==> config.mk <==
export PLATFORM = sky130hd
export DESIGN_NAME = parity_err_top
export DESIGN_NICKNAME = d
export VERILOG_FILES = /design/src/hdl/parity_pkg.sv /design/src/hdl/parity_err_if.sv /design/src/hdl/parity_err_top.sv /design/src/hdl/parity_err_regs.sv /design/src/hdl/parity_err_ctl.sv /design/src/hdl/parity_check.sv
export SDC_FILE = /design/constraint.sdc
export NUM_CORES = 1
export LEC_CHECK = 0
export ABC_AREA = 0
export BUFFER_PORTS_ARGS = -buffer_cell sky130_fd_sc_hd__clkbuf_2
export CAP_MARGIN = 20
export CORE_MARGIN = 2
export CORE_UTILIZATION = 46
export DETAILED_ROUTE_END_ITERATION = 8
export PLACE_DENSITY_LB_ADDON = 0.12
export RECOVER_POWER = 100
export SLEW_MARGIN = 20
export SYNTH_ARGS = -nofsm -noshare
export SYNTH_HDL_FRONTEND = slang
export SYNTH_SLANG_ARGS = --single-unit
==> constraint.sdc <==
create_clock -name clk -period 2.7 [get_ports clk]
set_input_delay 0.405 -clock clk [delete_from_list [all_inputs] [get_ports clk]]
set_output_delay 0.405 -clock clk [all_outputs]
set_load 0.005 [all_outputs]
==> src/hdl/parity_pkg.sv <==
`default_nettype none

package parity_pkg;

  // Transfer geometry
  localparam int data_w  = 16;              // Data word per transfer
  localparam int addr_w  = 24;              // Failing address width
  localparam int n_bytes = data_w / 8;      // One odd parity bit per byte

  // PES status word layout
  localparam int pes_w          = 16;
  localparam int pes_remote_bit = 15;       // Error came over the system bus
  localparam int pes_ovr_bit    = 14;       // Lost error while blocked

  // Status word, byte flags in the low bits
  typedef logic [pes_w-1:0] pes_t;

  // Capture block state
  typedef enum logic {
    st_open,                                // PES/PEA free to load
    st_blocked                              // Frozen until PEA read
  } ctl_state_e;

  // Source of a registered error report
  typedef enum logic [1:0] {
    src_none,
    src_bus,                                // Remote memory via system bus
    src_local                               // Local memory, wins on a tie
  } err_src_e;

endpackage

`default_nettype wire
==> src/hdl/parity_err_if.sv <==
`timescale 1ns/100ps
`default_nettype none

interface parity_err_if;
  import parity_pkg::*;

  logic                 err_valid;          // One cycle per failing transfer
  err_src_e             err_src;            // Which side failed
  logic [n_bytes-1:0]   byte_err;           // Failing byte lanes
  logic [addr_w-1:0]    err_addr;           // Address of the failing transfer

  // Parity checker side
  modport chk (
    output err_valid, err_src, byte_err, err_addr
  );

  // Control only needs the event and its source
  modport ctl (
    input err_valid, err_src
  );

  // Register block captures the payload
  modport regs (
    input err_valid, err_src, byte_err, err_addr
  );

endinterface

`default_nettype wire

==> src/hdl/parity_err_top.sv <==
`timescale 1ns/100ps
`default_nettype none

module parity_err_top (
  input  logic                           clk,
  input  logic                           rst_n,
  input  logic                           test,
  input  logic                           bus_valid,
  input  logic [parity_pkg::data_w-1:0]  bus_data,
  input  logic [parity_pkg::n_bytes-1:0] bus_par,
  input  logic [parity_pkg::addr_w-1:0]  bus_addr,
  input  logic                           local_valid,
  input  logic [parity_pkg::data_w-1:0]  local_data,
  input  logic [parity_pkg::n_bytes-1:0] local_par,
  input  logic [parity_pkg::addr_w-1:0]  local_addr,
  input  logic                           pes_rd,
  input  logic                           pea_rd,
  output parity_pkg::pes_t               pes,
  output logic [parity_pkg::addr_w-1:0]  pea,
  output logic                           block,
  output logic                           rerr,
  output logic                           par_err
);

  logic load_pes;
  logic load_pea;
  logic mark_ovr;

  parity_err_if rep_if ();                  // Registered error report

  parity_check u_check (
    .clk         (clk),
    .rst_n       (rst_n),
    .bus_valid   (bus_valid),
    .bus_data    (bus_data),
    .bus_par     (bus_par),
    .bus_addr    (bus_addr),
    .local_valid (local_valid),
    .local_data  (local_data),
    .local_par   (local_par),
    .local_addr  (local_addr),
    .rep         (rep_if.chk)
  );

  parity_err_ctl u_ctl (
    .clk      (clk),
    .rst_n    (rst_n),
    .test     (test),
    .pea_rd   (pea_rd),                     // Also releases the block
    .rep      (rep_if.ctl),
    .load_pes (load_pes),
    .load_pea (load_pea),
    .mark_ovr (mark_ovr),
    .block    (block),
    .rerr     (rerr),
    .par_err  (par_err)
  );

  parity_err_regs u_regs (
    .clk      (clk),
    .rst_n    (rst_n),
    .rep      (rep_if.regs),
    .load_pes (load_pes),
    .load_pea (load_pea),
    .mark_ovr (mark_ovr),
    .pes_rd   (pes_rd),
    .pea_rd   (pea_rd),
    .pes      (pes),
    .pea      (pea)
  );

endmodule

`default_nettype wire

==> src/hdl/parity_err_regs.sv <==
`timescale 1ns/100ps
`default_nettype none

module parity_err_regs (
  input  logic                          clk,
  input  logic                          rst_n,
  parity_err_if.regs                    rep,
  input  logic                          load_pes,
  input  logic                          load_pea,
  input  logic                          mark_ovr,
  input  logic                          pes_rd,     // Clears overrun
  input  logic                          pea_rd,
  output parity_pkg::pes_t              pes,
  output logic [parity_pkg::addr_w-1:0] pea
);
  import parity_pkg::*;

  pes_t pes_load_word;                      // Fresh status from the report

  // Remote flag plus byte lanes, everything else zero
  always_comb begin
    pes_load_word                 = '0;
    pes_load_word[pes_remote_bit] = (rep.err_src == src_bus);
    pes_load_word[n_bytes-1:0]    = rep.byte_err;
  end

  // PES status word
  always_ff @(posedge clk) begin
    if (!rst_n) begin
      pes <= '0;
    end else if (load_pes) begin
      pes <= pes_load_word;                 // Overrun starts clear
    end else if (mark_ovr) begin
      pes[pes_ovr_bit] <= 1'b1;             // Error lost while frozen
    end else if (pes_rd) begin
      pes[pes_ovr_bit] <= 1'b0;
    end
  end

  // PEA failing address
  always_ff @(posedge clk) begin
    if (!rst_n)
      pea <= '0;
    else if (load_pea)
      pea <= rep.err_addr;
  end

  a_load_pair: assert property (@(posedge clk) disable iff (!rst_n)
    load_pes == load_pea);

  // Strobes only ever follow a checker report
  a_load_has_report: assert property (@(posedge clk) disable iff (!rst_n)
    load_pes |-> rep.err_valid);

endmodule

`default_nettype wire

==> src/hdl/parity_err_ctl.sv <==
`timescale 1ns/100ps
`default_nettype none

module parity_err_ctl (
  input  logic        clk,
  input  logic        rst_n,
  input  logic        test,                 // Board test mode, forces quiet
  input  logic        pea_rd,               // PEA read releases the block
  parity_err_if.ctl   rep,
  output logic        load_pes,
  output logic        load_pea,
  output logic        mark_ovr,
  output logic        block,
  output logic        rerr,
  output logic        par_err
);
  import parity_pkg::*;

  ctl_state_e state;
  ctl_state_e state_nxt;
  logic       rerr_q;                       // Last error was remote
  logic       par_err_q;
  logic       rep_hit;                      // Report seen outside test mode
  logic       remote_hit;
  logic       local_hit;

  assign rep_hit    = rep.err_valid && !test;
  assign remote_hit = rep_hit && (rep.err_src == src_bus);
  assign local_hit  = rep_hit && (rep.err_src == src_local);

  // Strobes straight from the report
  assign load_pes = rep_hit && (state == st_open);
  assign load_pea = rep_hit && (state == st_open);   // Status and address move as a pair
  assign mark_ovr = rep_hit && (state == st_blocked); // Blocked, only flag the loss

  // Only a remote error freezes the registers
  always_comb begin
    state_nxt = state;
    case (state)
      st_open: begin
        if (remote_hit)
          state_nxt = st_blocked;
      end
      st_blocked: begin
        if (pea_rd)
          state_nxt = st_open;              // Software has seen the address
      end
      default: state_nxt = st_open;
    endcase
    if (test)
      state_nxt = st_open;
  end

  always_ff @(posedge clk) begin
    if (!rst_n) begin
      state     <= st_open;
      rerr_q    <= 1'b0;
      par_err_q <= 1'b0;
    end else begin
      state     <= state_nxt;
      par_err_q <= rep_hit;                 // One pulse per reported error
      if (test || local_hit)
        rerr_q <= 1'b0;                     // Local error overrides remote flag
      else if (remote_hit)
        rerr_q <= 1'b1;
    end
  end

  // Test mode masks outputs right away
  assign block   = (state == st_blocked) && !test;
  assign rerr    = rerr_q && !test;
  assign par_err = par_err_q && !test;

  a_no_load_blocked: assert property (@(posedge clk) disable iff (!rst_n)
    (state == st_blocked) |-> !load_pes);

  a_test_quiet: assert property (@(posedge clk) disable iff (!rst_n)
    test |-> !block);

endmodule

`default_nettype wire

==> src/hdl/parity_check.sv <==
`timescale 1ns/100ps
`default_nettype none

module parity_check (
  input  logic                          clk,
  input  logic                          rst_n,
  input  logic                          bus_valid,
  input  logic [parity_pkg::data_w-1:0] bus_data,
  input  logic [parity_pkg::n_bytes-1:0] bus_par,
  input  logic [parity_pkg::addr_w-1:0] bus_addr,
  input  logic                          local_valid,
  input  logic [parity_pkg::data_w-1:0] local_data,
  input  logic [parity_pkg::n_bytes-1:0] local_par,
  input  logic [parity_pkg::addr_w-1:0] local_addr,
  parity_err_if.chk                     rep
);
  import parity_pkg::*;

  logic [n_bytes-1:0] bus_bad;              // Per-byte parity failures
  logic [n_bytes-1:0] local_bad;
  logic               bus_fail;
  logic               local_fail;

  // Odd parity, so an even count of ones over byte plus parity bit is an error
  always_comb begin
    for (int i = 0; i < n_bytes; i++) begin
      bus_bad[i]   = ~^{bus_data[8*i +: 8], bus_par[i]};
      local_bad[i] = ~^{local_data[8*i +: 8], local_par[i]};
    end
  end

  assign bus_fail   = bus_valid && (|bus_bad);
  assign local_fail = local_valid && (|local_bad);

  // Event and source of the report
  always_ff @(posedge clk) begin
    if (!rst_n) begin
      rep.err_valid <= 1'b0;
      rep.err_src   <= src_none;
    end else begin
      rep.err_valid <= bus_fail || local_fail;
      if (local_fail)
        rep.err_src <= src_local;           // Local memory has priority
      else if (bus_fail)
        rep.err_src <= src_bus;
      else
        rep.err_src <= src_none;
    end
  end

  // Payload follows the same priority
  always_ff @(posedge clk) begin
    if (local_fail) begin
      rep.byte_err <= local_bad;
      rep.err_addr <= local_addr;
    end else if (bus_fail) begin
      rep.byte_err <= bus_bad;
      rep.err_addr <= bus_addr;
    end
  end

  a_src_known: assert property (@(posedge clk) disable iff (!rst_n)
    rep.err_valid |-> rep.err_src != src_none);

endmodule

`default_nettype wire

==> flow_summary.ini <==
[global_route]
grt_max_degree = 31
grt_pass1_vias = 1847
grt_pass1_wl_um = 8390
grt_overflow = 0
grt_use_total_pct = 17.3
antenna_found_initial = 0

[flow_run]
drv_cap = 0

[setup_path]
critPathMaxFanout = 28
cp.arrival_ns = 1.95
start_kind = input pin
worstSetupPathType = input pin to register
worstPathRequired_ns = 2.74
crit_path_end_kind = register

[timing]
finClkSkew_ns = 0.00722
maxSlewHeadroom_pct = 35.5
worst_pin_slew_ns = 0.966
finalWorstSetupSlack_ns = 0.790
slew_viol_final = 0
finalSetupViolCount = 0
finalSetupTns_ns = 0
rsz0062_at_grt = false
finalCritPeriodShare_pct = 70.7
period_needed_ns = 1.91
hold_violations = 0
max_freq_ghz = 0.524

[cts]
clock-sinks = 60
cts-root-buf = clkbuf_8
post_cts_resized = 0
cts_tree = yes
cts_buffers = 9
clk_latency_ns = 0.34
h-tree-depth = 3
post-cts-setup-buffers = 0
clk_transition_reported_paths_ns = 0.06
ctsHoldBuffers = 0
clockBufferDepth = 2

[yosys]
ys_seq_elements = 60
synth.cell_area_mm2 = 0.00279
synth_cells = 248
ys_warn_count = 0
syn_area_per_cell_um2 = 11.3
synth_cell_types = 24
synth-seq-area-share_pct = 52.3

[die]
coreArea_mm2 = 0.00589
die-area_mm2 = 0.00671
die_h_um = 81.9
ios = 134
start_util_pct = 47.5
rows = 28
die_x_um = 81.9

[place]
dpl_cell_area_mm2 = 0.00345
post-place-ws_ns = 0.452
hpwl_um = 3900
portBuffers = 121
globalplace.congestion = 0.683

[layout]
fill_cells = 564
final_nets = 463
drive_above_1_share_pct = 32.4
antenna_cells = 0
final_area_mm2 = 0.00356
synthToLayoutAreaGrowth_pct = 27.4

[detailed_routing]
drc = 0
routed-via-count = 2102
first_iter_violations = 66
drt_wl_total_um = 5490
wl_per_cell_um = 12.2
ant_nets = 0
via_per_inst = 4.65
firstDrtPassIters = 4

[pwr]
irDropWorstVdd_mv = 0.476
p_leak_nw = 1.53
powerDensity_mw_per_mm2 = 796

[status]
outcome = completed

[worst_hold_path]
hold_path_class = input pin to register
-- flip-flops by register name (all words and copies together), names as in the netlist --
signal                 count
u_check.rep.byte_err       2
u_ctl.par_err_q            1
u_ctl.state                1
u_regs.pes                 4
u_check.rep.err_src        2
u_regs.pea                24
u_ctl.rerr_q               1
u_check.rep.err_addr      24
u_check.rep.err_valid      1
-- final cells by class --
type / count / area [um2] / share of cell area (%)
tap: 75 / 93.8 / 2.64
timing repair buffer: 125 / 626 / 17.6
multi-input combinational: 175 / 1160 / 32.6
inverter: 1 / 3.75 / 0.105
sequential: 60 / 1460 / 41.1
clock inverter: 7 / 91.3 / 2.57
clock buffer: 9 / 124 / 3.48
-- synth_stat cells --
master / number / share of area (%)
nand2_1: 58 / 7.8
dfxtp_1: 34 / 24
a21oi_1: 31 / 5.6
edfxtp_1: 26 / 28
mux2_4: 16 / 8.6
buf_4: 12 / 3.2
xnor2_1: 12 / 3.8
clkbuf_1: 9 / 1.2
nand2b_1: 9 / 2.0
mux2_2: 8 / 3.2
nor2b_1: 6 / 1.3
xnor3_1: 6 / 4.8
xor2_1: 6 / 1.9
buf_6: 2 / 0.81
mux2i_2: 2 / 0.99
nor2_1: 2 / 0.27
o21ai_0: 2 / 0.36
and2_1: 1 / 0.22
conb_1: 1 / 0.13
inv_1: 1 / 0.13
nand3b_1: 1 / 0.27
nor2_4: 1 / 0.40
nor3b_1: 1 / 0.27
o2111a_1: 1 / 0.40
-- metal layers --
| metal | global-route usage, % | part of all wire (%) |
|---|---|---|
| met1 | 18.8 | 41 |
| met2 | 28.8 | 49 |
| met3 | 8.90 | 8.2 |
| met4 | 6.50 | 1.9 |
| met5 | 0 | 0 |
-- final timing paths --
kind,cells past startpoint,end,start,slack [ns]
worst max-delay path,8,u_check.rep.err_addr[6],local_data[2],0.79
worst max register to register,5,u_regs.pes[15],u_check.rep.err_valid,1.24
worst min-delay path,2,u_check.rep.err_src[0],bus_valid,0.31
worst min register to register,2,u_regs.pea[5],u_regs.pea[5],0.46
-- critical path, cell delays in order --
cell and delay (ns):
clkbuf_1 0.08, xor2_1 0.15, xnor3_1 0.39, mux2i_1 0.36, nor2_4 0.08, buf_12 0.18, nand2_1 0.11, buf_12 0.19
-- cell families (layout without fill, tap and decap cells) --
| family | count (synthesis) | in the layout | share of synthesized area, % |
|---|---|---|---|
| AO/OA/AOI/OAI | 34 | 34 | 6.31 |
| AND/OR/NAND/NOR | 79 | 79 | 12.6 |
| buffers and inverters | 24 | 142 | 5.37 |
| flip-flops | 60 | 60 | 52.3 |
| other | 1 | 12 | 0.134 |
| multiplexers | 26 | 26 | 12.8 |
| XOR/XNOR | 24 | 24 | 10.5 |
-- report_power, final --
part	switching, mW	internal, mW
clock	0.353	0.514
combinational	0.311	0.312
sequential	0.0802	1.26
total	0.744	2.09
-- layout by cell type, fill, tap and decap left out --
master / instances
a21oi_1: 31
and2_1: 1
buf_12: 2
buf_4: 2
bufinv_16: 2
clkbuf_1: 28
clkbuf_2: 93
clkbuf_8: 9
clkinv_1: 1
clkinv_2: 1
clkinvlp_4: 3
conb_1: 12
dfxtp_1: 34
edfxtp_1: 26
inv_1: 1
mux2_1: 16
mux2_2: 8
mux2i_1: 2
nand2_1: 58
nand2b_1: 9
nand3b_1: 1
nor2_1: 2
nor2_4: 1
nor2b_1: 5
nor2b_2: 1
nor3b_1: 1
o2111a_1: 1
o21ai_0: 2
xnor2_1: 12
xnor3_1: 6
xor2_1: 6
-- metrics by stage --
step | total power [mW] | hold slack, ns | instances | util (%)
6_report | 2.83 | 0.311 | 452 | 60.5
5_1_grt | 3.00 | 0.294 | 452 | 60.5
4_1_cts | 2.95 | 0.296 | 452 | 62.2
3_5_place_dp | 2.08 | 0.448 | 436 | 58.5
3_3_place_gp | 2.06 | 0.441 | 436 | 58.5
2_1_floorplan | 1.84 | 0.440 | 259 | -
(Power assumes the default switching activity.)
